--- src/common/popeye_pkg.sv ---
// Shared bus structs, select enums and width constants for the main CPU board
package popeye_pkg;

    localparam int ADDR_W = 16;            // CPU address width
    localparam int DATA_W = 8;             // CPU data width

    // Every data path is one byte wide
    typedef logic [DATA_W-1:0] byte_t;

    // One CPU bus cycle, scrambled address as seen on the pins
    typedef struct packed {
        logic [ADDR_W-1:0] addr;           // Scrambled address
        byte_t             wdata;          // Write data from the CPU
        logic              mreq;           // Memory request
        logic              iorq;           // I/O request
        logic              rd;
        logic              wr;
    } cpu_bus_t;

    // ROM download port
    typedef struct packed {
        logic [14:0] addr;
        byte_t       data;
        logic        we;
    } prog_t;

    // Player controls, active as delivered by the cabinet
    typedef struct packed {
        logic [6:0] joystick1;
        logic [6:0] joystick2;
        logic [1:0] start;
        logic       coin;
        logic       service;
    } cabinet_t;

    // Selects that leave for the video boards
    typedef struct packed {
        logic obj_sel;                     // Sprite/video select
        logic bg_sel;                      // Background write, stretched
    } vid_strobe_t;

    // Source of the read data on cpu_din
    typedef enum logic [2:0] {
        DEV_NONE = 3'd0,
        DEV_ROM  = 3'd1,
        DEV_RAM  = 3'd2,
        DEV_CAB  = 3'd3,
        DEV_SEC  = 3'd4,
        DEV_PSG  = 3'd5
    } dev_sel_t;

    // Sound chip bus phase, encoded as {bdir, bc1}
    typedef enum logic [1:0] {
        PSG_IDLE  = 2'b00,
        PSG_READ  = 2'b01,
        PSG_WRITE = 2'b10,
        PSG_LATCH = 2'b11
    } psg_phase_t;

endpackage

--- src/security/security_prot.sv ---
// Protection chip: two stored bytes read back through a programmable shifter
`timescale 1ns/1ns

module security_prot import popeye_pkg::*; (
    input  logic  clk,
    input  logic  rst_n,
    input  logic  cen,
    input  logic  a0,
    input  byte_t wdata,
    input  logic  cs,
    input  logic  wr,
    output byte_t q
);

    logic [2:0]  shift;                    // Left shift amount
    byte_t       cur_b, prev_b;
    logic [15:0] pair_sh;

    // Upper byte of the shifted pair is what the game sees
    assign pair_sh = {cur_b, prev_b} << shift;

    ////////////////////////////////////////////////////////////
    // Register writes
    always_ff @(posedge clk) begin
        if (!rst_n) begin
            shift  <= '0;
            cur_b  <= '0;
            prev_b <= '0;
        end else if (cen && cs && wr) begin
            if (a0) begin
                shift <= wdata[2:0];       // Only three bits kept
            end else begin
                prev_b <= cur_b;           // Byte pair moves along
                cur_b  <= wdata;
            end
        end
    end

    ////////////////////////////////////////////////////////////
    // Read register
    always_ff @(posedge clk) begin
        if (!rst_n) begin
            q <= '0;
        end else if (cen && cs && !wr) begin
            q <= a0 ? {5'd0, shift} : pair_sh[15:8];
        end
    end

endmodule

--- config.mk ---
export PLATFORM = sky130hd
export DESIGN_NAME = security_prot
export DESIGN_NICKNAME = d
export VERILOG_FILES = /design/src/common/popeye_pkg.sv /design/src/security/security_prot.sv
export SDC_FILE = /design/constraint.sdc
export NUM_CORES = 1
export LEC_CHECK = 0
export BUFFER_PORTS_ARGS = -buffer_cell sky130_fd_sc_hd__buf_4
export CORE_MARGIN = 2
export CORE_UTILIZATION = 55
export CTS_BUF_LIST = sky130_fd_sc_hd__clkbuf_16
export CTS_CLUSTER_SIZE = 12
export DETAILED_ROUTE_END_ITERATION = 12
export PLACE_DENSITY = 0.77
export SLEW_MARGIN = 30
export SYNTH_ARGS = -nofsm -noshare
export SYNTH_HDL_FRONTEND = slang
export SYNTH_SLANG_ARGS = --single-unit
--- constraint.sdc ---
create_clock -name clk -period 1.75 [get_ports clk]
set_input_delay 0.0875 -clock clk [delete_from_list [all_inputs] [get_ports clk]]
set_output_delay 0.0875 -clock clk [all_outputs]
set_load 0.01 [all_outputs]
==> results of run 1 <==
-- kinds of logic after synthesis --
logic type / share of synthesized area [%]
buf+inv: 4.698
mux: 23.94
flops: 36.88
compound gates: 15.16
simple gates: 19.33
-- sequential cells by signal, indices dropped and copies added, names as in the netlist --
register,count
q,8
prev_b,7
cur_b,8
shift,3
-- Yosys cell counts, types with 2 or more instances --
master | number | share of area, %
a21boi_0 | 15 | 8.0
a21oi_1 | 2 | 0.71
a22o_1 | 3 | 1.9
buf_2 | 2 | 0.71
clkbuf_1 | 8 | 2.1
dfxtp_1 | 26 | 37
mux2_2 | 10 | 8.0
mux2i_1 | 9 | 6.4
mux4_1 | 2 | 3.7
mux4_2 | 3 | 4.8
nand2_1 | 35 | 9.3
nand3_1 | 6 | 2.1
nand3b_1 | 3 | 1.6
nor2_1 | 5 | 1.3
nor2b_1 | 3 | 1.3
o21a_1 | 2 | 1.1
o221ai_1 | 4 | 2.5
-- cell type report --
| class | instances | area share (%) |
|---|---|---|
| clock buffers | 3 | 4.464 |
| multi-input cells | 112 | 49.26 |
| clock inverters | 1 | 0.2232 |
| well taps | 30 | 2.232 |
| flip-flops and latches | 26 | 31.03 |
| repair buffers | 27 | 12.80 |
-- worst min path at each step --
stage / end / slack, ps / cells past startpoint
2_1_floorplan: q[2]$_SDFFE_PN0P_ / 230 / 2
3_3_place_gp: cur_b[6]$_SDFFE_PN0P_ / 350 / 3
3_5_place_dp: cur_b[5]$_SDFFE_PN0P_ / 360 / 3
4_1_cts: cur_b[5]$_SDFFE_PN0P_ / 90 / 3
5_1_grt: cur_b[5]$_SDFFE_PN0P_ / 90 / 3
6_report: cur_b[5]$_SDFFE_PN0P_ / 80 / 3
-- worst register-to-register path, cell delays in order (launching register included) --
cell and delay (ps):
dfxtp_2 360, buf_12 150, mux2_2 370, mux4_2 470
a22o_1 240
-- through the flow --
step / setup slack, ps / total power (uW)
global route: 19.43 / 1261
floorplan: 168.9 / 674.3
CTS: 41.38 / 1222
finish: 57.36 / 1218
detailed placement: 6.607 / 716.8
global placement: 79.93 / 713.2
-- per-layer routing --
layer  GRT usage (%)  vias to the layer above  share of wire (%)
met4           10.42                        0                1.6
met3           5.738                        6                5.1
met2           43.25                       40                 50
li1                -                      575                  -
met5               0                        -                  0
met1           31.36                      541                 43
-- power by group --
part / switching, uW / internal [uW]
Clock: 205 / 306
Combinational: 47.6 / 51.5
Sequential: 8.80 / 599
==> results.md, run 1 <==
* Final Core Density at 68.50%
* Clock transition at the registers of the reported paths at 70 ps
* Seq cells post-synth at 26
* Die Ht at 54.66 microns
* Via-per-instance ratio at 5.839
* Worst path bufs/invs at 1
* Hold buffers post-CTS at 0
* HP Class: in2reg
* First-pass DRT Iterations at 4
* Crit-path max cell delay at 470 ps
* Commonest cells after routing, fill and taps aside: 35 x nand2_1, 26 x buf_4, 25 x dfxtp_1
* RSZ-0062 raised after global routing: no
* H-tree Lvls at 1
* Clk buf depth at 2
* Hold Crit Start: wdata[5]
* Crit. Startpoint: shift[1]$_SDFFE_PN0P_
* GPL Wtd Cong at 0.9577
* Slowest cell on the critical path: mux4_2
* Dpl cell area at 1598 sq um
* Area growth syn-to-layout at 19.15%
* DRT iter0 DRCs at 22
* Total number of vias at 1162
* Skew final at 4.103 ps
* Leakage at 0.0006307 uW
* Clock root cell: clkbuf_16
* Fraction of layout cells with a size suffix above 1 at 27.81%
* Fin area at 1682 sq um
* Layout Nets at 184
* Num CTS Buffers at 3
* Antenna violations before repair at 0
* Pwr Density at 724.5 nW/um^2
* Post-synthesis net count at 164
* DPL Wire Length at 2.229 mm
* Routed WL at 3.212 mm
* Fin. Hold Viols at 0
* Vias in the first global route at 1137
* Yosys warnings at 0
* CP Launch Type: register
* Clk sink count at 26
* Post-Layout Cell Count at 199
* # IOs at 22
* Starting density of the core at 57.49%
* Layout filler cell count at 201
* Worst setup EP type: register
* Crit Path Class: reg2reg
* Worst endpoint required time at 1910 ps
* Worst-margin pin slew at 415.5 ps
* Total grt overflow at 0
* # diodes at 0
* Minimum clock period at 1693 ps
* VDD IR max at 0.0006497 V
* Syn Std Cell Area at 1411 sq um
* Max frequency at 590.8 MHz
* First-pass GRT wire length at 5.423 mm
* PortBufs at 21
* Postcts setup bufs at 0
* R2R setup slack at 60 ps
* EDFF count, synth at 0
* Mean Syn Cell Area at 9.409 sq um
* CORE AREA at 2455 sq um
* Clk_lat worst skew at 260 ps
* Placed Instances at 195
* Sequential fraction of the synthesis area at 36.88%
* CP top delay family: multiplexers
* Unique masters post-synth at 29
* Worst path cell trace: buf_12 -> mux2_2 -> mux4_2 -> a22o_1
* Crit Reg-Reg Endpoint: q[6]$_SDFFE_PN0P_
* Commonest non-fill, non-tap cell in the layout: nand2_1
* WL per Instance at 16.14 microns
* Mapped Cells at 150
* Setup TNS at 0 ps
* Outcome: complete, no violations
* CP Depth at 4
* Slew margin rel. at 72.26%
* Post-route DRC violation count at 0
* Tcrit/Tclk final at 96.72%
* Sequential Area at 521.8 sq um
* Reg2Reg Depth at 4
* Final setup vio count at 0
* GR Util All Layers at 25.69%
* Crit Path Max Fanout at 16
* Crit path to: q[6]$_SDFFE_PN0P_
* Top_reg_cell synth: dfxtp_1
* R2r startpoint: shift[1]$_SDFFE_PN0P_
* Largest net degree at the start of global routing at 27
* Async set-or-reset flop fraction in the synthesized netlist at 0%
* CTS tree: done
* Number of max-cap violations at 0
* Fin Hold WS at 84.28 ps
* PostCTS Resize Cnt at 1
* Max Slew Vio Count at 0
* Num rows at 18
* Area of the multi-input gates at 828.3 sq um
* Die extent in x at 54.66 microns
* Worst Path Arrival at 1850 ps
* Number of routed nets with antenna violations at 0
* Full die area at 2987 sq um
No activity file was read; power rests on OpenSTA's default activity.
==> run 2, diff against run 1 <==
--- a/config.mk
+++ b/config.mk
@@ -6,7 +6,6 @@
 export NUM_CORES = 1
 export LEC_CHECK = 0
 export BUFFER_PORTS_ARGS = -buffer_cell sky130_fd_sc_hd__buf_4
-export CORE_MARGIN = 2
 export CORE_UTILIZATION = 55
 export CTS_BUF_LIST = sky130_fd_sc_hd__clkbuf_16
 export CTS_CLUSTER_SIZE = 12
==> run 2 against run 1 <==
Effect of this change: worst setup slack gained 7.9 ps; largest cell class unchanged; core utilization grew 3.4 points; hold slack gained 1.8 ps; final area shrank 0.82%; fmax grew 0.47%; highest routed layer unchanged; sequential power is essentially flat.
==> results.md, run 2 (same netlist as run 1, synthesis figures left out) <==
* Sequential Area at 521.8 sq um (unchanged)
* GPL Wtd Cong at 0.8906 (-7.0%)
* Layer with the highest usage: met2
* CORE AREA at 2318 sq um (-5.6%)
* Total grt overflow at 0 (unchanged)
* Layout Nets at 183 (-0.54%)
* PostCTS Resize Cnt at 0 (-1)
* Antenna violations before repair at 0 (unchanged)
* Slew margin rel. at 75.01% (+2.7 points)
* Die extent in x at 52.66 microns (-3.7%)
* WL per Instance at 14.60 microns (-9.5%)
* Leakage at 0.0006242 uW (-1.0%)
* Clk sink count at 26 (unchanged)
* GR Util met1 at 33.27% (+1.9 points)
* Outcome: complete, no violations
* Dpl cell area at 1588 sq um (-0.63%)
* Total number of vias at 1162 (unchanged)
* Layout filler cell count at 181 (-10%)
* RSZ-0062 raised after global routing: no
* Worst setup EP type: register
* DPL Wire Length at 2.161 mm (-3.1%)
* # diodes at 0 (unchanged)
* Area growth syn-to-layout at 18.17%
* First-pass GRT wire length at 5.043 mm (-7.0%)
* Via-per-instance ratio at 5.929 (+1.5%)
* Commonest non-fill, non-tap cell in the layout: nand2_1
* Grt met3 use at 5.217% (-0.52 points)
* HP Class: in2reg
* Number of routed nets with antenna violations at 0 (unchanged)
* Worst Path Arrival at 1840 ps (about the same)
* # IOs at 22 (unchanged)
* Placed Instances at 192 (-1.5%)
* Max frequency at 593.6 MHz (+0.47%)
* Num rows at 17 (-1)
* Top Registers: cur_b (8), q (8), prev_b (7)
* Max Slew Vio Count at 0 (unchanged)
* Largest net degree at the start of global routing at 27 (unchanged)
* Post-Layout Cell Count at 196 (-1.5%)
* Area of the multi-input gates at 824.5 sq um (-0.45%)
* Fraction of layout cells with a size suffix above 1 at 27.38% (-0.43 points)
* Clk_lat worst skew at 260 ps (about the same)
* Routed WL at 2.862 mm (-11%)
* Postcts setup bufs at 0 (unchanged)
* Number of max-cap violations at 0 (unchanged)
* CTS tree: done
* Setup TNS at 0 ps (unchanged)
* VDD IR max at 0.0005957 V (-8.3%)
* Crit Path Class: reg2reg
* CP Launch Type: register
* Worst endpoint required time at 1900 ps (about the same)
* Hold buffers post-CTS at 0 (unchanged)
* Post-route DRC violation count at 0 (unchanged)
* Reg2Reg Depth at 4 (unchanged)
* Starting density of the core at 60.87% (+3.4 points)
* Pwr Total at 1210 uW (-0.65%)
* GR Util All Layers at 24.74% (-0.94 points)
* Minimum clock period at 1685 ps (-7.916 ps)
* Fin area at 1668 sq um (-0.82%)
* DRT iter0 DRCs at 48 (+120%)
* Num CTS Buffers at 3 (unchanged)
* Commonest cells after routing, fill and taps aside: 35 x nand2_1, 25 x dfxtp_1, 25 x buf_4
* Fin. Hold Viols at 0 (unchanged)
* Final setup vio count at 0 (unchanged)
* GRT met2 Usage at 39.87% (-3.4 points)
* Hold Path Cell Cnt at 3 (unchanged)
* H-tree Lvls at 1 (unchanged)
* Tcrit/Tclk final at 96.27% (-0.45 points)
* Clk buf depth at 2 (unchanged)
* Clock root cell: clkbuf_16
* Die Ht at 52.66 microns (-3.7%)
* PortBufs at 21 (unchanged)
* Pwr Density at 725.7 nW/um^2 (+0.17%)
* Skew final at 5.255 ps (+1.152 ps)
* Full die area at 2773 sq um (-7.2%)
* First-pass DRT Iterations at 4 (unchanged)
* Crit Path Max Fanout at 16 (unchanged)
* Vias in the first global route at 1104 (-2.9%)
* Worst-margin pin slew at 374.4 ps (-41.09 ps)
* Clock transition at the registers of the reported paths at 70 ps (about the same)
==> run 2: cell types whose count changed in the layout (fill, tap and decap cells not counted), sizes merged <==
cell and change:
buf -1
==> run 2: final timing paths <==
| path | start | endpoint | slack, ps |
|---|---|---|---|
| max | shift[1]$_SDFFE_PN0P_ | q[6]$_SDFFE_PN0P_ | 70 |
| min | wdata[0] | cur_b[0]$_SDFFE_PN0P_ | 90 |
| max reg2reg | shift[1]$_SDFFE_PN0P_ | q[6]$_SDFFE_PN0P_ | 70 |
| min reg2reg | q[4]$_SDFFE_PN0P_ | q[4]$_SDFFE_PN0P_ | 470 |
==> run 2: cell type report <==
| class | count | area share, % |
|---|---|---|
| multi-input combinational | 112 | 49.44 |
| sequential | 26 | 31.28 |
| timing repair buffer | 26 | 12.45 |
| clock buffer | 3 | 4.501 |
| tap | 28 | 2.101 |
| clock inverter | 1 | 0.2251 |
==> run 2: metrics by stage <==
stage	utilization [%]	setup slack, ps	hold slack [ps]
3_5_place_dp	68.48	46.75	360.0
6_report	71.94	65.28	86.10
2_1_floorplan	-	168.9	227.9
5_1_grt	71.94	25.55	101.3
4_1_cts	71.88	30.53	90.53
3_3_place_gp	68.48	66.56	349.1
==> run 2: critical path: stages, from the launching register on <==
cell and delay [ps]:
dfxtp_2 350, buf_12 150, mux2_2 380, mux4_2 470, a22o_1 230
==> run 2: power by group <==
part	switching, uW	internal [uW]
registers	7.84	599
logic	44.8	50.6
clock network	202	306
total	255	955
==> run 2: routing by layer <==
metal	vias to the layer above	wire, microns
li1	572	-
met1	554	1339
met2	31	1372
met3	5	114
met4	0	36
met5	-	0
