===== config.mk =====
export PLATFORM = sky130hd
export DESIGN_NAME = cabinet_io
export DESIGN_NICKNAME = d
export VERILOG_FILES = /design/src/common/popeye_pkg.sv /design/src/source/cabinet_io.sv
export SDC_FILE = /design/constraint.sdc
export NUM_CORES = 1
export LEC_CHECK = 0
export ABC_AREA = 1
export BUFFER_PORTS_ARGS = -buffer_cell sky130_fd_sc_hd__buf_4
export CORE_AREA = 2 2 39 41
export DETAILED_ROUTE_END_ITERATION = 6
export DIE_AREA = 0 0 41 43
export PLACE_DENSITY_LB_ADDON = 0.12
export RECOVER_POWER = 50
export SLEW_MARGIN = 20
export SYNTH_ARGS = -nofsm -noshare
export SYNTH_HDL_FRONTEND = slang
export SYNTH_SLANG_ARGS = --single-unit

===== constraint.sdc =====
create_clock -name clk -period 0.8 [get_ports clk]
set_input_delay 0 -clock clk [delete_from_list [all_inputs] [get_ports clk]]
set_output_delay 0 -clock clk [all_outputs]
set_load 0.05 [all_outputs]

===== src/common/popeye_pkg.sv =====
// Shared bus structs, select enums and width constants for the main CPU board
package popeye_pkg;

    localparam int ADDR_W = 16;            // CPU address width
    localparam int DATA_W = 8;             // CPU data width

    // Every data path is one byte wide
    typedef logic [DATA_W-1:0] byte_t;

    // One CPU bus cycle, scrambled address as seen on the pins
    typedef struct packed {
        logic [ADDR_W-1:0] addr;           // Scrambled address
        byte_t             wdata;          // Write data from the CPU
        logic              mreq;           // Memory request
        logic              iorq;           // I/O request
        logic              rd;
        logic              wr;
    } cpu_bus_t;

    // ROM download port
    typedef struct packed {
        logic [14:0] addr;
        byte_t       data;
        logic        we;
    } prog_t;

    // Player controls, active as delivered by the cabinet
    typedef struct packed {
        logic [6:0] joystick1;
        logic [6:0] joystick2;
        logic [1:0] start;
        logic       coin;
        logic       service;
    } cabinet_t;

    // Selects that leave for the video boards
    typedef struct packed {
        logic obj_sel;                     // Sprite/video select
        logic bg_sel;                      // Background write, stretched
    } vid_strobe_t;

    // Source of the read data on cpu_din
    typedef enum logic [2:0] {
        DEV_NONE = 3'd0,
        DEV_ROM  = 3'd1,
        DEV_RAM  = 3'd2,
        DEV_CAB  = 3'd3,
        DEV_SEC  = 3'd4,
        DEV_PSG  = 3'd5
    } dev_sel_t;

    // Sound chip bus phase, encoded as {bdir, bc1}
    typedef enum logic [1:0] {
        PSG_IDLE  = 2'b00,
        PSG_READ  = 2'b01,
        PSG_WRITE = 2'b10,
        PSG_LATCH = 2'b11
    } psg_phase_t;

endpackage


===== src/source/cabinet_io.sv =====
// Cabinet input ports: coin/start, and both joysticks with their bits reordered
`timescale 1ns/1ns

module cabinet_io import popeye_pkg::*; (
    input  logic       clk,
    input  logic       cen,
    input  logic [1:0] port,
    input  logic       rd,
    input  cabinet_t   cab,
    output byte_t      q
);

    byte_t port_val;

    // Unused bits float high on the board
    always_comb begin
        port_val = 8'hff;
        case (port)
            2'd1: begin
                port_val[7]   = cab.coin;
                port_val[6]   = cab.service;
                port_val[3:2] = cab.start;
            end
            2'd2: begin                            // Player 2
                port_val[1:0] = cab.joystick2[1:0]; // Right, left
                port_val[2]   = cab.joystick2[3];   // Up
                port_val[3]   = cab.joystick2[2];   // Down
                port_val[4]   = cab.joystick2[4];   // Punch
            end
            2'd3: begin                            // Player 1
                port_val[1:0] = cab.joystick1[1:0];
                port_val[2]   = cab.joystick1[3];
                port_val[3]   = cab.joystick1[2];
                port_val[4]   = cab.joystick1[4];
            end
            default: port_val = 8'hff;             // Port 0 belongs to the PSG
        endcase
    end

    always_ff @(posedge clk) begin
        if (cen && rd) begin
            q <= port_val;
        end
    end

endmodule


==> metrics, run 1 <==
antenna viol nets, final=0; GPL Wtd Cong=0.704; CTS Buf Count=3; yosys warns=0; IO Port Bufs=25; multi-input combinational cell area=103 um2; Die Area=1760 um2; DRT iter0 DRCs=1; top_reg_cell synth=edfxtp_1; arrival time at the worst endpoint=0.79 ns; CP required=roughly 0.8 ns; max FFs per register=7; logic gate share of total power=26.4%; Final Cycle Share=98.8%; Hold Path Origin=cab[1]; final wirelength=657 um; grt ovf=0; Synth cell types=12; max incr delay on CP=roughly 0.38 ns; Avg Cell Area, Syn=roughly 9.3 um2; post-place setup slack=~0.090 ns; Die X=41 um; Max Slew Vio Count=0; maximum VDD drop=555 uV; DR WL/cell=8.11 um; hpwl dp=559 um; layout cells sized above 1=41.5%; final-report hold violation count=0; GRT Total Usage=under 10%; initial antenna violation count=0; PwrDens=1720 nW/um2; initial core utilization=~25%; first-pass GRT wire length=897 um; num rows=14; CP Class=reg -> out; Ports=31; DR DRC count=0; largest net degree at the start of global routing=8; vias per cell=about 4; final setup margin=roughly 0.010 ns; area share of the largest cell type after synthesis=between 60% and 70%; DR pass1 iterations=2; Final setup viols=0; sequential fraction of the synthesis area=60.9%; DR vias=327; CORE AREA=1380 um2; nets=89; clock power share=a little under 30%; Async SR Flop Fraction=0%; EDFF count, synth=7; slowest stage cell, crit path=edfxtp_1; CTS tree=built; Largest regs=q: 7 flops; register share of total power=43.9%; Synth Net Count=60; clock sink count=7; clk slew on worst S/H paths=0.05 ns; Setup crit start kind=flop; root buffer cell=clkbuf_4; Max-Cap Viols=0; vias in the first global route=273; CP Cell Sequence=buf_6; top cells by area, synth=edfxtp_1 (61%), nor2_1 (7.6%), nand3_1 (5.8%), nand2_1 (5.4%), nor3_1 (4.3%); Net Switching=approximately 0.28 mW; top cells by count, synth=edfxtp_1 (7), nor2_1 (7), nand2_1 (5); Max Root-Sink Buffers=2; Worst Setup End Kind=output pin; Biggest register=q; total number of H-tree levels=1; delay-heaviest family, CP=flip-flops; leak pwr=between 0.2 and 0.3 nW; post-synthesis instance total=37; FF/Latch Area=around 210 um2; status=completed; die height=43 um; Yosys reg bits=7; Post-Syn Area=345 um2; fmax=1270 MHz; Ant. Diodes=0; CP Max Fanout=1; Hold Path Stages=3; Layout fillers=approximately 150; hold path endpoint=q[7]; sw frac=27.2%; internal power contribution=0.741 mW; dominant cell type by area after synthesis=edfxtp_1; crit path time final=slightly below 0.8 ns; Power, Total=approximately 1.0 mW; Layout area overhead=71.4%; Critical path buffers and inverters=1; Final Core Density=between 40% and 50%; HP Class=in -> reg; setup bufs post-CTS=0; RSZ-0062 raised after global routing=true
[layout by cell type, fill, tap and decap left out]
cell      netlist  final
buf_6           0      7
nand3_1         4      4
o21bai_1        2      2
nor3_1          3      3
clkbuf_1        0      2
nor2_1          7      7
inv_1           4      5
edfxtp_1        7      7
clkinv_1        1      1
buf_4           1     16
conb_1          1      1
clkbuf_4        0      4
nand2_1         5      6
[power groups by stage]
stage	logic (mW)	clock network, mW	registers [mW]
detailed placement	0.261	0	0.448
finish	0.268	0.303	0.447
global route	0.286	0.345	0.448
floorplan	0.0563	0	0.538
CTS	0.270	0.314	0.445
global placement	0.260	0	0.448
[routing by layer]
metal / up-vias / global-route usage (%) / share of wire (%)
li1: 175 / - / -
met1: 128 / 8.03 / 41
met2: 21 / 11.9 / 46
met3: 3 / 1.57 / 10
met4: 0 / 10.0 / 3.0
met5: - / 0 / 0
[cell families (layout without fill, tap and decap cells)]
kind of cell	count (synthesis)	in the layout	synth area share, %
other	1	1	1.09
AND/OR/NAND/NOR	20	20	25.0
AO/OA/AOI/OAI	2	2	4.35
flip-flops	7	7	60.9
buffers and inverters	7	35	8.69
[worst max-delay path by stage]
| stage | startpoint | end | slack (ns) | cells past startpoint |
|---|---|---|---|---|
| after CTS | q[2] | q[2] | -0.003 | 1 |
| after floorplan | q[0] | q[0] | 0.20 | 0 |
| after global placement | port[0] | q[2] | 0.09 | 5 |
| after detailed placement | port[0] | q[3] | 0.09 | 5 |
| after global routing | q[2] | q[2] | -0.03 | 1 |
| final | q[2] | q[2] | 0.01 | 1 |
[timing repair]
item,CTS,global route
resized for setup,4,3
hold buffers,0,0
setup endpoints to repair,4,7
[per-stage QoR]
step | hold slack (ns) | area [um2] | setup TNS, ns | std cells
final | 0.0105 | 592 | 0 | 81
after floorplan | 0.167 | 345 | 0 | 37
after CTS | 0.00835 | 587 | -0.00296 | 81
after global placement | 0.261 | 546 | 0 | 77
after detailed placement | 0.262 | 546 | 0 | 77
after global routing | 0.0149 | 592 | -0.142 | 81
[area by class of cell]
cell class / instances / share of cell area, %
inverters: 6 / 3.81
flip-flops and latches: 7 / 35.5
well taps: 16 / 3.38
multi-input cells: 23 / 17.3
clock buffers: 4 / 4.44
repair buffers: 25 / 35.5
No activity file was read; power rests on OpenSTA's default activity.
==> run 2: changes to the inputs <==
PLACE_DENSITY = 0.69   (was unset)
PLACE_DENSITY_LB_ADDON = unset   (was 0.12)
==> metrics, run 2 (synthesis gave the netlist of run 1 again) <==
status=completed (unchanged); CTS tree=built (unchanged); die height=43 um (unchanged); Largest regs=q: 7 flops (unchanged); max incr delay on CP=0.39 ns (was 0.38 ns); Ant. Diodes=0 (unchanged); CP Class=reg -> out (unchanged); CP required=0.80 ns (about the same); DR WL/cell=8.07 um (was 8.11 um); root buffer cell=clkbuf_4 (unchanged); Ports=31 (unchanged); RSZ-0062 raised after global routing=true (unchanged); internal power contribution=0.744 mW (was 0.741 mW); clk slew on worst S/H paths=0.05 ns (about the same); delay-heaviest family, CP=flip-flops (unchanged); Final Cycle Share=99.8% (was 98.8%); crit path time final=0.799 ns (was 0.790 ns); CORE AREA=1380 um2 (unchanged); commonest non-fill, non-tap cells in the layout=buf_4 (17), nor2_1 (7), buf_6 (7), edfxtp_1 (7), nand2_1 (5) (was buf_4 (16), nor2_1 (7), buf_6 (7), edfxtp_1 (7), nand2_1 (6)); setup_tns=0 ns (unchanged); DR pass1 iterations=4 (was 2); first-pass GRT wire length=1.06 mm (was 897 um); Net Switching=0.280 mW (was 0.277 mW); Final setup viols=0 (unchanged); CTS Buf Count=3 (unchanged); CP Max Fanout=1 (unchanged); IO Port Bufs=25 (unchanged); Max Slew Vio Count=0 (unchanged); CTS Hold Bufs=0 (unchanged); leak pwr=0.287 nW (was 0.284 nW); commonest non-fill, non-tap cell in the layout=buf_4 (unchanged); total number of H-tree levels=1 (unchanged); layout cells sized above 1=46.2% (was 41.5%); Die X=41 um (unchanged); final wirelength=654 um (was 657 um); hpwl dp=571 um (was 559 um); vias in the first global route=291 (was 273); vias per cell=4.12 (was 4.04); antenna viol nets, final=0 (unchanged); initial core utilization=25.0% (unchanged); final-report hold violation count=0 (unchanged); arrival time at the worst endpoint=0.80 ns (was 0.79 ns); sw frac=27.3% (was 27.2%); PwrDens=1710 nW/um2 (was 1720 nW/um2); Max Root-Sink Buffers=2 (unchanged); Max-Cap Viols=0 (unchanged); register share of total power=43.6% (was 43.9%); Biggest register=q (unchanged); Layout area overhead=73.2% (was 71.4%); clock power share=29.8% (about the same); HP Class=in -> reg (unchanged); slowest stage cell, crit path=edfxtp_1 (unchanged); num rows=14 (unchanged); Setup crit start kind=flop (unchanged); nets=89 (unchanged); clock sink count=7 (unchanged); Final Core Density=43.2% (was 42.8%); maximum VDD drop=614 uV (was 555 uV); GRT Total Usage=9.85% (was 8.13%); Layout fillers=141 (was 153); Worst Setup End Kind=output pin (unchanged); CP Cell Sequence=buf_6 (unchanged); initial antenna violation count=0 (unchanged); largest net degree at the start of global routing=8 (unchanged); logic gate share of total power=26.6% (was 26.4%); DR DRC count=0 (unchanged); max FFs per register=7 (unchanged); grt ovf=0 (unchanged); fmax=1250 MHz (was 1270 MHz); Worst Hold Slack=0.00739 ns (was 0.0105 ns); Die Area=1760 um2 (unchanged); DRT iter0 DRCs=1 (unchanged); Critical path buffers and inverters=1 (unchanged); GPL Wtd Cong=0.755 (was 0.704); DR vias=334 (was 327)
## run 2: changes by cell type in the layout (fill, tap and decap cells not counted), sizes merged
cell / delta
buf: +1
clkbuf: -1
## run 2: worst paths after layout
| path | slack (ns) | depth (start not counted) | end | start |
|---|---|---|---|---|
| max | 0.001 | 1 | q[6] | q[6] |
| min | 0.007 | 3 | q[7] | cab[1] |
## run 2: power groups by stage
stage	logic, mW	clock network, mW	registers [mW]
floorplan	0.0563	0	0.538
global placement	0.257	0	0.448
detailed placement	0.260	0	0.448
CTS	0.266	0.311	0.444
global route	0.293	0.357	0.447
finish	0.272	0.305	0.446
## run 2: layer usage
layer | GRT usage [%] | vias to the layer above | part of all wire [%]
li1 | - | 175 | -
met1 | 10.7 | 137 | 35
met2 | 12.8 | 18 | 53
met3 | 4.71 | 4 | 7.6
met4 | 10.0 | 0 | 3.7
met5 | 0 | - | 0
## run 2: repair_timing
item                                    CTS  global route
buffers inserted                          0             0
endpoints found under the setup margin    3             7
resized for setup                         3             4
## run 2: area by class of cell
class / count / area [um2] / area share [%]
tap: 16 / 20.0 / 3.35
multi-input combinational: 23 / 105 / 17.6
clock buffer: 4 / 26.3 / 4.39
timing repair buffer: 25 / 214 / 35.8
inverter: 6 / 22.5 / 3.77
sequential: 7 / 210 / 35.1
## run 2: metrics by stage
step	worst slack [ns]	power (mW)	instances	cell area [um2]
after floorplan	0.199	0.595	37	345
after global placement	0.0992	0.704	77	546
after detailed placement	0.0903	0.708	77	546
after CTS	-0.0126	1.02	81	583
after global routing	-0.0357	1.10	81	598
final	0.00122	1.02	81	598
==> run 3: changes to the inputs <==
ABC_AREA = unset   (was 1)
==> metrics, run 3 <==
status=completed (unchanged); commonest non-fill, non-tap cell in the layout=buf_4 (unchanged); Avg Cell Area, Syn=14.3 um2 (was 9.33 um2); IO Port Bufs=25 (unchanged); slowest stage cell, crit path=edfxtp_1 (unchanged); setup bufs post-CTS=0 (unchanged); final wirelength=662 um (was 654 um); M1 WL=253 um (was 232 um); final-report hold violation count=0 (unchanged); CTS Buf Count=3 (unchanged); Critical path buffers and inverters=1 (unchanged); layout cells sized above 1=54.9% (was 46.2%); PwrDens=1770 nW/um2 (was 1710 nW/um2); DR DRC count=0 (unchanged); num rows=14 (unchanged); CP required=0.80 ns (about the same); Yosys reg bits=7 (unchanged); initial core utilization=24.9% (was 25.0%); DR WL/cell=9.88 um (was 8.07 um); final setup margin=0.00784 ns (was 0.00122 ns); FF/Latch Area=210 um2 (unchanged); Layout area overhead=67.6% (was 73.2%); die height=43 um (unchanged); grt ovf=0 (unchanged); Ant. Diodes=0 (unchanged); max layer used=met4 (unchanged); Final Cycle Share=99.0% (was 99.8%); antenna viol nets, final=0 (unchanged); Max Slew Vio Count=0 (unchanged); vias per cell=4.19 (was 4.12); fmax=1260 MHz (was 1250 MHz); total number of H-tree levels=1 (unchanged); max FFs per register=7 (unchanged); area share of the largest cell type after synthesis=61.1% (was 60.9%); crit path time final=0.792 ns (was 0.799 ns); top cells by area, synth=edfxtp_1 (61%), mux2i_1 (15%), a2bb2oi_1 (5.1%), nand2b_4 (4.0%), or2_1 (3.6%) (was edfxtp_1 (61%), nor2_1 (7.6%), nand3_1 (5.8%), nand2_1 (5.4%), nor3_1 (4.3%)); RSZ-0062 raised after global routing=true (unchanged); HP Class=in -> reg (unchanged); initial antenna violation count=0 (unchanged); Max Root-Sink Buffers=2 (unchanged); GPL Wtd Cong=0.624 (was 0.755); Die Area=1760 um2 (unchanged); leak pwr=0.265 nW (was 0.287 nW); Synth cell types=10 (was 12); Post-Syn Area=344 um2 (was 345 um2); largest net degree at the start of global routing=8 (unchanged); met3 routed WL=114 um (was 50 um); CP Launch Point=q[3] (was q[6]); CORE AREA=1380 um2 (unchanged); EDFF count, synth=7 (unchanged); Synth Net Count=47 (was 60); Hold Path Stages=2 (was 3); multi-input combinational cell area=110 um2 (was 105 um2); nets=75 (was 89); CTS Hold Bufs=0 (unchanged); CP Max Fanout=1 (unchanged); Setup crit start kind=flop (unchanged); max incr delay on CP=0.38 ns (was 0.39 ns); first-pass GRT wire length=1.00 mm (was 1.06 mm); cts repair resizes=4 (was 3); DR vias=281 (was 334); sequential fraction of the synthesis area=61.1% (was 60.9%); commonest non-fill, non-tap cells in the layout=buf_4 (17), buf_6 (7), edfxtp_1 (7) (was buf_4 (17), nor2_1 (7), buf_6 (7), edfxtp_1 (7), nand2_1 (5)); DRT iter0 DRCs=1 (unchanged); top cells by count, synth=edfxtp_1 (7), mux2i_1 (5), nand2_1 (3) (was edfxtp_1 (7), nor2_1 (7), nand2_1 (5)); met2 wire length=287 um (was 347 um); maximum VDD drop=519 uV (was 614 uV); DR pass1 iterations=2 (was 4); arrival time at the worst endpoint=0.79 ns (was 0.80 ns); Layout fillers=144 (was 141); top_reg_cell synth=edfxtp_1 (unchanged); yosys warns=0 (unchanged); CTS tree=built (unchanged); post-place setup slack=0.0581 ns (was 0.0903 ns); Final Core Density=41.7% (was 43.2%); CP Class=reg -> out (unchanged); root buffer cell=clkbuf_4 (unchanged); Biggest register=q (unchanged); post-synthesis instance total=24 (was 37); vias in the first global route=265 (was 291); hpwl dp=550 um (was 571 um); Die X=41 um (unchanged); clk slew on worst S/H paths=0.05 ns (about the same); Async SR Flop Fraction=0% (unchanged); Ports=31 (unchanged); Worst Setup End Kind=output pin (unchanged); CP Cell Sequence=buf_6 (unchanged); Max-Cap Viols=0 (unchanged); Hold Path Origin=cab[0] (was cab[1]); delay-heaviest family, CP=flip-flops (unchanged); GRT Total Usage=8.92% (was 9.85%); WP depth=1 (unchanged); Largest regs=q: 7 flops (unchanged); clock sink count=7 (unchanged); dominant cell type by area after synthesis=edfxtp_1 (unchanged); Final setup viols=0 (unchanged); most common cell in the netlist=edfxtp_1; Worst Hold Slack=0.0137 ns (was 0.00739 ns)
-- run 3: per-stage QoR --
step                cell area, um2  cells  power (mW)  TNS, ns
floorplan                      344     24       0.604        0
global placement               533     63       0.706        0
detailed placement             533     63       0.708        0
CTS                            574     67        1.03  -0.0294
global route                   577     67        1.08   -0.144
finish                         577     67        1.02        0
-- run 3: worst paths after layout --
kind	endpoint	slack (ns)
setup / recovery	q[3]	0.008
hold / removal	q[6]	0.01
-- run 3: power by group --
group	total [mW]	internal [mW]	leakage (nW)	switching, mW
Sequential	0.446	0.435	0.0713	0.0109
Combinational	0.266	0.123	0.178	0.144
Clock	0.307	0.190	0.0150	0.118
-- run 3: kinds of logic (layout without fill, tap and decap cells) --
| family | count (synthesis) | in the layout | share of synthesized area (%) |
|---|---|---|---|
| muxes | 5 | 5 | 14.5 |
| buffers and inverters | 2 | 29 | 5.46 |
| DFF | 7 | 7 | 61.1 |
| AOI/OAI and AO/OA | 2 | 2 | 5.09 |
| and+or+nand+nor | 7 | 7 | 12.7 |
| other | 1 | 1 | 1.09 |
-- run 3: routing by layer --
layer / track usage [%] / up-vias
li1: - / 139
met1: 11.6 / 115
met2: 9.69 / 25
met3: 3.66 / 2
met4: 10.0 / 0
met5: 0 / -
-- run 3: cell type report --
| type | instances | area share (%) |
|---|---|---|
| clock buffer | 4 | 4.56 |
| multi-input combinational | 15 | 19.1 |
| tap | 16 | 3.47 |
| timing repair buffer | 25 | 36.4 |
| sequential | 7 | 36.4 |
