**config.mk**
```make
export PLATFORM = sky130hd
export DESIGN_NAME = psg_regs
export DESIGN_NICKNAME = d
export VERILOG_FILES = /design/src/common/popeye_pkg.sv /design/src/psg/psg_regs.sv
export SDC_FILE = /design/constraint.sdc
export NUM_CORES = 1
export LEC_CHECK = 0
export ABC_AREA = 1
export BUFFER_PORTS_ARGS = -buffer_cell sky130_fd_sc_hd__buf_2
export CORE_ASPECT_RATIO = 0.5
export CORE_MARGIN = 4
export CORE_UTILIZATION = 55
export DETAILED_ROUTE_END_ITERATION = 8
export HOLD_SLACK_MARGIN = 0.08
export PLACE_DENSITY = 0.78
export SLEW_MARGIN = 20
export SYNTH_ARGS = -nofsm -noshare
export SYNTH_HDL_FRONTEND = slang
export SYNTH_SLANG_ARGS = --single-unit
```
**constraint.sdc**
```tcl
create_clock -name clk -period 1.7 [get_ports clk]
set_input_delay 0.425 -clock clk [delete_from_list [all_inputs] [get_ports clk]]
set_output_delay 0.425 -clock clk [all_outputs]
set_load 0.01 [all_outputs]
```
**src/common/popeye_pkg.sv**
```systemverilog
// Shared bus structs, select enums and width constants for the main CPU board
package popeye_pkg;

    localparam int ADDR_W = 16;            // CPU address width
    localparam int DATA_W = 8;             // CPU data width

    // Every data path is one byte wide
    typedef logic [DATA_W-1:0] byte_t;

    // One CPU bus cycle, scrambled address as seen on the pins
    typedef struct packed {
        logic [ADDR_W-1:0] addr;           // Scrambled address
        byte_t             wdata;          // Write data from the CPU
        logic              mreq;           // Memory request
        logic              iorq;           // I/O request
        logic              rd;
        logic              wr;
    } cpu_bus_t;

    // ROM download port
    typedef struct packed {
        logic [14:0] addr;
        byte_t       data;
        logic        we;
    } prog_t;

    // Player controls, active as delivered by the cabinet
    typedef struct packed {
        logic [6:0] joystick1;
        logic [6:0] joystick2;
        logic [1:0] start;
        logic       coin;
        logic       service;
    } cabinet_t;

    // Selects that leave for the video boards
    typedef struct packed {
        logic obj_sel;                     // Sprite/video select
        logic bg_sel;                      // Background write, stretched
    } vid_strobe_t;

    // Source of the read data on cpu_din
    typedef enum logic [2:0] {
        DEV_NONE = 3'd0,
        DEV_ROM  = 3'd1,
        DEV_RAM  = 3'd2,
        DEV_CAB  = 3'd3,
        DEV_SEC  = 3'd4,
        DEV_PSG  = 3'd5
    } dev_sel_t;

    // Sound chip bus phase, encoded as {bdir, bc1}
    typedef enum logic [1:0] {
        PSG_IDLE  = 2'b00,
        PSG_READ  = 2'b01,
        PSG_WRITE = 2'b10,
        PSG_LATCH = 2'b11
    } psg_phase_t;

endpackage

```
**src/psg/psg_regs.sv**
```systemverilog
// Sound chip bus interface and register file, port A flip/DIP mux, port B DIPs
`timescale 1ns/1ns

module psg_regs import popeye_pkg::*; (
    input  logic       clk,
    input  logic       rst_n,
    input  logic       cen,
    input  psg_phase_t phase,
    input  byte_t      wdata,
    input  logic [3:0] dip_sw1,
    input  logic [7:0] dip_sw2,
    output byte_t      q,
    output logic       rv_n
);

    localparam logic [3:0] REG_IOA = 4'd14;
    localparam logic [3:0] REG_IOB = 4'd15;

    logic [3:0] reg_addr;                  // Latched register number
    byte_t      regs [0:15];
    byte_t      port_a, port_b;
    logic [2:0] dip_mux;

    ////////////////////////////////////////////////////////////
    // Port wiring
    assign port_a  = regs[REG_IOA];
    assign dip_mux = port_a[3:1];          // Picks one DIP 2 switch
    assign rv_n    = port_a[0];            // Screen flip, active low

    always_comb begin
        port_b[3:0] = dip_sw1;
        port_b[6:4] = 3'b000;
        port_b[7]   = dip_sw2[dip_mux];
    end

    ////////////////////////////////////////////////////////////
    // Address latch and register writes
    always_ff @(posedge clk) begin
        if (!rst_n) begin
            reg_addr <= '0;
            for (int i = 0; i < 16; i++) begin
                regs[i] <= (i == int'(REG_IOA)) ? 8'hff : 8'h00; // Port A idles high
            end
        end else if (cen) begin
            case (phase)
                PSG_LATCH: reg_addr       <= wdata[3:0];
                PSG_WRITE: regs[reg_addr] <= wdata;
                default:   reg_addr       <= reg_addr;
            endcase
        end
    end

    // Read register, port B comes from the input pins
    always_ff @(posedge clk) begin
        if (!rst_n) begin
            q <= '0;
        end else if (cen && phase == PSG_READ) begin
            q <= (reg_addr == REG_IOB) ? port_b : regs[reg_addr];
        end
    end

endmodule

```
==> out/results.txt, run 1 <==
Met2 usage -> 42.7%
FF+latch area -> 4170 um^2
Area after DPL -> 7480 um^2
1st-iter DRT viols -> 919
Buffers on Ports -> 33
Critical path class -> reg2reg
Crit-path cells -> inv_2, buf_12, o21ai_0, nand3_1, nand3_1, nand3_1, nand2_1, inv_1
Layout Nets -> 830
Area delta synth->final -> 23.7%
Worst hold path class -> in2reg
Post-route minimum period -> 1.65 ns
Count leader, synth -> nor2_1
CP most frequent cell -> nand3_1
Global-route met3 utilization -> 9.07%
Placed cell count -> 950
Vias in the first global route -> 5352
Lkg Pwr -> 3.52 nW
Routed vias -> 5660
Clk Latency, worst-skew pair -> 0.42 ns
Worst slew pin tran -> 0.517 ns
Data arrival time of the critical path -> 1.97 ns
Ys Warns -> 0
Final setup violation count -> 0
CTS tree -> done
RD Place Congestion -> 0.935
Die width -> 163 um
Final slew viol count -> 0
# diodes -> 0
Antenna viol nets, final -> 0
Die span in y -> 85.6 um
Total power -> 9.07 mW
Critical path launch point type -> register
CP required -> 2.02 ns
Worst Min Path Start -> dip_sw1[3]
Synth unique cells -> 20
Critical path's largest stage delay -> 0.42 ns
Share of the synthesized area in the top cell type -> 58.0%
Yosys reg bits -> 144
Grt peak-use layer -> met2
HPWL Detailed -> 12000 um
Residual DRC -> 0
Status -> finished clean
Area of the core -> 11800 um^2
Mean Syn Cell Area -> 9.25 um^2
Pwr per Cell Area -> 1110 nW/um^2
Slew margin rel. -> 65.5%
Asr flop ratio synth -> 0%
Most frequent cells after synthesis -> nor2_1, nand2_1, edfxtp_1
Reg clk slew, reported paths -> 0.06 ns
Initial antenna violation count -> 1
CTS sink cnt -> 144
Total gr overflow -> 0
Max IR drop VDD -> 0.000774 V
H-tree depth -> 4
Mapped Cells -> 717
Post-synth EDFFs -> 128
Slowest stage cell on the critical path -> dfxtp_4
CP Buf/Inv Count -> 3
CTS Buffer Depth -> 2
Post-route cell area -> 8200 um^2
Fmax -> 0.608 GHz
Non-Filler Instances -> 983
Fraction of layout cells with a size suffix above 1 -> 20.0%
CP endpoint kind -> register
Post-CTS Hold Buffers -> 0
Die Area -> 14000 um^2
Syn_nets -> 742
Routed Wire Length -> 19200 um
DRT Pass-1 Iters -> 6
Multi-input logic area -> 2070 um^2
Final period utilization -> 96.8%
Fillers -> 795
GR Util met1 -> 37.9%
Largest net degree at the start of global routing -> 58
Gr usage total -> 28.2%
Vias/cell -> 5.76
Most area-consuming cells after synthesis -> edfxtp_1, nor2_1, nand2_1
Crit Path Max Fanout -> 40
Routed WL per cell -> 19.5 um
Io pins -> 34
Synth area leader -> edfxtp_1
Synth Flop Type -> edfxtp_1
Max-Cap Viols -> 0
Kind of cell adding the most delay to the critical path -> simple AND/OR/NAND/NOR gates
Hold WS -> 0.332 ns
Mapped Area -> 6630 um^2
Core Rows -> 28
Hold Fails Final Rpt -> 0
Register area share after synthesis -> 62.8%
Buffer type at the clock tree root -> clkbuf_16
Final Skew -> 0.00864 ns
First-pass GRT wire length -> 29400 um
Initial Util -> 56.2%
Number of buffers created by CTS -> 17
-- repair_timing --
action,in CTS,in global routing
gates resized for setup,0,8
setup buffers,0,0
setup endpoints to repair,0,23
-- through the flow --
stage / util [%] / setup TNS (ns) / setup slack [ns]
after CTS: 69.1 / 0 / 0.0595
final: 69.5 / 0 / 0.0545
after global placement: 63.3 / -10.30 / -0.138
after detailed placement: 63.3 / -16.97 / -0.206
after floorplan: - / 0 / 0.0520
after global routing: 69.5 / -0.00307 / -0.00307
-- path summary, 6_finish.rpt --
check	end	slack [ns]	cells past startpoint
max	q[2]	0.05	8
min	q[3]	0.33	5
max reg2reg	q[2]	0.05	8
min reg2reg	q[4]	0.47	2
-- sequential cells by signal, summed over array words and instances, names as in the netlist, named ones only --
name	cells
regs	128
q	8
reg_addr	4
-- tightest hold or removal path, delay by kind of cell --
kind,cells,cell delay (ns)
AND/OR/NAND/NOR,1,0.06
AO/OA/AOI/OAI,1,0.06
buffers and inverters,3,0.17
-- placed cells by master (no fill, tap or decap), drive strengths merged --
cell type,netlist,routed
inv,71,76
bufinv,0,6
nor2,172,172
nand3,80,80
o21ai,33,33
clkinv,0,4
nand2,155,155
o211ai,11,11
a31oi,1,1
dfxtp,16,16
a21oi,12,12
edfxtp,128,128
buf,13,101
a21boi,1,1
nor3,4,4
clkbuf,20,18
-- power breakdown --
group          switching, mW  internal, mW  total [mW]
Combinational          0.503         0.249       0.752
Sequential            0.0530          3.96        4.02
Clock                   1.52          2.78        4.30
-- per-layer routing --
layer	up-vias	routed length, um
met2	472	8490
met1	2585	7110
met4	2	646
met3	69	2930
li1	2532	-
met5	-	17
-- cell type report --
| cell class | count | area share (%) |
|---|---|---|
| well taps | 165 | 2.52 |
| inverters | 71 | 3.25 |
| multi-input cells | 469 | 25.2 |
| flip-flops and latches | 144 | 50.8 |
| clock buffers | 17 | 5.19 |
| clock inverters | 15 | 3.11 |
| repair buffers | 102 | 9.91 |
-- kinds of logic (layout without fill, tap and decap cells) --
family	count (synthesis)	count (layout)	share of synthesized area (%)
AO/OA/AOI/OAI	58	58	4.94
AND/OR/NAND/NOR	411	411	26.2
buffers and inverters	104	205	6.11
flip-flops	144	144	62.8
Power figures use the tool's default switching activity.
==> run 2, diff against run 1 <==
--- a/config.mk
+++ b/config.mk
@@ -5,7 +5,6 @@
 export SDC_FILE = /design/constraint.sdc
 export NUM_CORES = 1
 export LEC_CHECK = 0
-export ABC_AREA = 1
 export BUFFER_PORTS_ARGS = -buffer_cell sky130_fd_sc_hd__buf_2
 export CORE_ASPECT_RATIO = 0.5
 export CORE_MARGIN = 4
==> out/results.txt, run 2 <==
Status -> complete, but fails checks
Failing checks -> negative setup slack
Top reg by flops -> regs
Final setup violation count -> 8
Die span in y -> 85.6 um
Multi-input logic area -> 2510 um^2
Count leader, synth -> edfxtp_1
Syn_nets -> 467
Slowest stage cell on the critical path -> mux4_2
Asr flop ratio synth -> 0%
CTS Buffer Depth -> 2
Synth Area in Adders -> 0%
Final worst slack -> -0.122 ns
Data arrival time of the critical path -> 2.13 ns
HPWL Detailed -> 10900 um
Critical path class -> reg2reg
Fillers -> 693
Total power -> 8.67 mW
Worst slew pin tran -> 0.581 ns
Critical path's largest stage delay -> 0.54 ns
Max reg flops -> 128
Initial antenna violation count -> 0
Register area share after synthesis -> 62.8%
Final slew viol count -> 0
CTS sink cnt -> 144
CP endpoint kind -> register
Compound-Gate Fraction of Synth Area -> 3.77%
Post-CTS Hold Buffers -> 0
Mapped Cells -> 442
Simple-gate area share of the yosys netlist -> 18.1%
Antenna viol nets, final -> 0
Most area-consuming cells after synthesis -> edfxtp_1, and2_1, mux4_2
Max IR drop VDD -> 0.000881 V
Crit Path Max Fanout -> 7
Initial Util -> 56.2%
Synth Flop Type -> edfxtp_1
Buffers on Ports -> 33
Layout Nets -> 563
Number of buffers created by CTS -> 17
Crit-path cells -> mux4_2, nor2b_4, a2111oi_4, buf_4, nor3_2
Routed Wire Length -> 17000 um
Mux share of post-synthesis cell area -> 13.2%
DRT Pass-1 Iters -> 7
H-tree depth -> 4
Fmax -> 0.549 GHz
# diodes -> 0
Routed vias -> 4354
Post-synth EDFFs -> 128
Io pins -> 34
Mean Syn Cell Area -> 15.0 um^2
Hold Fails Final Rpt -> 0
Lkg Pwr -> 3.08 nW
Area delta synth->final -> 26.0%
CP required -> 2.00 ns
Most frequent cells in the layout -> edfxtp_1, and2_1, buf_4, mux4_2, buf_2
Fraction of layout cells with a size suffix above 1 -> 38.5%
Most frequent cells after synthesis -> edfxtp_1, and2_1, mux4_2
1st-iter DRT viols -> 571
Buffer type at the clock tree root -> clkbuf_16
RSZ-0062 raised after global routing -> yes
Ys Warns -> 0
Setup TNS -> -0.792 ns
Area of the core -> 11800 um^2
Mapped Area -> 6630 um^2
Leading cell type in the layout, fill and taps excluded -> edfxtp_1
Clk Latency, worst-skew pair -> 0.42 ns
Vias/cell -> 6.08
Max-Cap Viols -> 0
Die Area -> 14000 um^2
Slew margin rel. -> 61.3%
Core Rows -> 28
CTS tree -> done
Largest family of logic cells by synthesized area -> simple AND/OR/NAND/NOR gates
XOR/XNOR Fraction of Synth Area -> 0%
Die width -> 163 um
Synth area leader -> edfxtp_1
Final Skew -> 0.00984 ns
Share of the synthesized area in the top cell type -> 58.0%
Worst hold path class -> in2reg
Post-route minimum period -> 1.82 ns
Synth unique cells -> 36
Critical path launch point type -> register
RD Place Congestion -> 0.850
Top flop regs -> regs x128, q x8, reg_addr x4
Gr usage total -> 25.2%
Final period utilization -> 107%
Yosys reg bits -> 144
Reg clk slew, reported paths -> 0.06 ns
Largest net degree at the start of global routing -> 30
Routed WL per cell -> 23.8 um
First-pass GRT wire length -> 25700 um
Total gr overflow -> 0
Residual DRC -> 0
FF+latch area -> 4170 um^2
Pwr per Cell Area -> 1040 nW/um^2
Vias in the first global route -> 4394
run 2: cell types whose count changed after synthesis, moves of 9 or more:
| cell | change |
|---|---|
| nand2_2 | -15 |
| nor2_1 | -160 |
| nand3_1 | -72 |
| o21ai_0 | -20 |
| and2_1 | +120 |
| a21oi_1 | -12 |
| nor2b_1 | +13 |
| inv_1 | -67 |
| o211ai_1 | -11 |
| or3_1 | +9 |
| mux4_1 | +10 |
| mux4_2 | +24 |
| nand2_1 | -130 |
run 2: report_power, final:
group	internal [mW]	leakage [nW]	switching (mW)
clock network	2.61	0.306	1.45
logic	0.276	1.35	0.324
registers	3.95	1.42	0.0546
run 2: stage by stage:
stage          utilization, %  hold WS, ns  std cells  setup WS (ns)  cell area (um^2)
6_report                 70.8        0.364        716         -0.122              8350
5_1_grt                  70.8        0.364        716         -0.182              8350
4_1_cts                  69.6        0.335        714         -0.175              8210
3_5_place_dp             63.5        0.467        680         -0.497              7500
3_3_place_gp             63.5        0.452        680         -0.501              7500
2_1_floorplan               -        0.490        442         -0.205              6700
run 2: worst max-delay path: cells and delay by family (launching register included):
kind	cells	cell delay (ns)
AND/OR/NAND/NOR	2	0.19
flip-flops	1	0.44
AO/OA/AOI/OAI	1	0.34
buffers and inverters	1	0.19
multiplexers	1	0.54
run 2: kinds of logic after synthesis:
group / Yosys count
and+or+nand+nor: 197
DFF: 144
AOI/OAI and AO/OA: 33
buffers and inverters: 27
muxes: 41
run 2: layer usage:
metal,wire length [um],GRT usage [%],up-vias,share of wire (%)
met5,0,0,-,0
met4,405,9.82,0,2.4
met3,1790,7.35,29,11
met2,8080,40.1,270,47
met1,6750,33.3,2199,40
li1,-,-,1856,-
run 2: repair_timing:
action / CTS / global route
pin swaps: 6 / 10
resized for setup: 26 / 30
setup endpoints to repair: 23 / 134
buffers inserted: 2 / 2
run 2: path summary, 6_finish.rpt:
kind         cells after the start  endpoint  slack (ns)  startpoint
max                              5      q[2]       -0.12    register
min                              3      q[2]        0.36  dip_sw1[2]
max reg2reg                      5      q[2]       -0.12    register
min reg2reg                      2      q[6]        0.48        q[6]
run 2: area by class of cell:
type	count	share of cell area, %
Clock inverter	13	2.50
Sequential cell	144	49.9
Timing Repair Buffer	104	9.89
Clock buffer	19	5.18
Tap cell	165	2.47
Multi-Input combinational cell	271	30.0
==> run 3, diff against run 2 <==
--- a/config.mk
+++ b/config.mk
@@ -8,10 +8,11 @@
 export BUFFER_PORTS_ARGS = -buffer_cell sky130_fd_sc_hd__buf_2
 export CORE_ASPECT_RATIO = 0.5
 export CORE_MARGIN = 4
-export CORE_UTILIZATION = 55
+export CORE_UTILIZATION = 50
+export CTS_BUF_LIST = sky130_fd_sc_hd__clkbuf_4
 export DETAILED_ROUTE_END_ITERATION = 8
 export HOLD_SLACK_MARGIN = 0.08
-export PLACE_DENSITY = 0.78
+export PLACE_DENSITY = 0.72
 export SLEW_MARGIN = 20
 export SYNTH_ARGS = -nofsm -noshare
 export SYNTH_HDL_FRONTEND = slang
==> out/results.txt, run 3 (synthesis gave the netlist of run 2 again) <==
Max reg flops -> 128
Total power -> 6.49 mW
Routed WL per cell -> 22.4 um
Crit-path cells -> buf_12, mux4_2, a22oi_2, buf_4, and3_1, o22ai_1
Vias in the first global route -> 4038
Top reg by flops -> regs
Final setup violation count -> 7
Met2 usage -> 36.9%
Largest net degree at the start of global routing -> 30
Hold WS -> 0.246 ns
Failing checks -> negative setup slack
Final Skew -> 0.0199 ns
Grt peak-use layer -> met2
Hold Fails Final Rpt -> 0
Area of the core -> 12800 um^2
Top flop regs -> regs x128, q x8, reg_addr x4
Max-Cap Viols -> 0
Kind of cell adding the most delay to the critical path -> multiplexers
Clk Latency, worst-skew pair -> 0.53 ns
Final period utilization -> 104%
Leading cell type in the layout, fill and taps excluded -> edfxtp_1
Most frequent cells in the layout -> edfxtp_1, and2_1, buf_4, buf_2, mux4_2
Die width -> 171 um
Antenna viol nets, final -> 0
Residual DRC -> 0
1st-iter DRT viols -> 426
Critical path launch point type -> register
Status -> complete, but fails checks
RD Place Congestion -> 0.830
Fraction of layout cells with a size suffix above 1 -> 37.3%
First-pass GRT wire length -> 24300 um
Reg clk slew, reported paths -> 0.12 ns
Critical path's largest stage delay -> 0.55 ns
Data arrival time of the critical path -> 2.20 ns
Initial antenna violation count -> 0
Layout Nets -> 564
GR Util met1 -> 31.1%
Max IR drop VDD -> 0.000409 V
Global-route met3 utilization -> 3.67%
Fmax -> 0.563 GHz
HPWL Detailed -> 11100 um
H-tree depth -> 4
Pwr per Cell Area -> 820 nW/um^2
Gr usage total -> 22.2%
Number of buffers created by CTS -> 17
Io pins -> 34
CP Buf/Inv Count -> 2
Critical path class -> reg2reg
Buffer type at the clock tree root -> clkbuf_4
Final slew viol count -> 0
CP required -> 2.13 ns
Initial Util -> 51.8%
Die Area -> 15300 um^2
CP endpoint kind -> register
Routed vias -> 4194
DRT Pass-1 Iters -> 5
Vias/cell -> 5.81
Lkg Pwr -> 2.90 nW
Worst slew pin tran -> 0.530 ns
Worst hold path class -> in2reg
Post-route minimum period -> 1.78 ns
Slowest stage cell on the critical path -> mux4_2
RSZ-0062 raised after global routing -> yes
Buffers on Ports -> 33
CTS Buffer Depth -> 2
Final worst slack -> -0.0755 ns
# diodes -> 0
Slew margin rel. -> 64.7%
Fillers -> 928
CTS tree -> done
Die span in y -> 89.4 um
CTS sink cnt -> 144
Core Rows -> 29
Routed Wire Length -> 16200 um
Area delta synth->final -> 19.3%
Total gr overflow -> 0
Crit Path Max Fanout -> 6
## run 3: path summary, 6_finish.rpt
check	cells past startpoint	to	slack, ns	from
hold reg to reg	2	q[5]	0.48	q[5]
hold / removal	3	q[3]	0.25	dip_sw1[3]
setup reg to reg	6	q[4]	-0.08	register
setup / recovery	6	q[4]	-0.08	register
## run 3: power by group
part,leakage (nW),switching [mW],internal [mW]
clock network,0.135,1.13,0.775
registers,1.42,0.0457,3.95
logic,1.34,0.321,0.271
total,2.90,1.49,4.99
## run 3: per-layer routing
layer | vias to the layer above | wire, um
met2 | 210 | 7670
met1 | 2100 | 6820
li1 | 1857 | -
met4 | 0 | 269
met5 | - | 0
met3 | 27 | 1400
## run 3: worst register-to-register path, cell delays in order, from the launching register on
cell	delay [ns]
dfxtp_4	0.40
buf_12	0.14
mux4_2	0.56
a22oi_2	0.20
buf_4	0.16
and3_1	0.15
o22ai_1	0.08
## run 3: final cells by class
type                       count  area, um^2  area share (%)
timing repair buffer         105         808            10.2
clock inverter                10        71.3           0.901
multi-input combinational    271        2480            31.4
tap                          170         213            2.69
clock buffer                  22         165            2.09
sequential                   144        4170            52.7
## run 3: what timing repair did
item / 4_1_cts / 5_1_grt
pin swaps: 10 / 6
buffers inserted: 3 / 0
gates cloned: 1 / 0
endpoints found under the setup margin: 8 / 45
endpoints found under the hold margin: 0 / 0
hold buffers: 0 / 0
gates resized for setup: 26 / 16
## run 3: metrics by stage
step	std cells	setup WS [ns]	utilization (%)	area (um^2)	TNS (ns)
floorplan	442	-0.205	-	6700	-9.58
global placement	687	-0.389	58.6	7510	-68.54
detailed placement	687	-0.420	58.6	7510	-73.35
CTS	723	-0.0851	61.4	7870	-0.411
global route	722	-0.120	61.8	7910	-0.610
finish	722	-0.0755	61.8	7910	-0.284
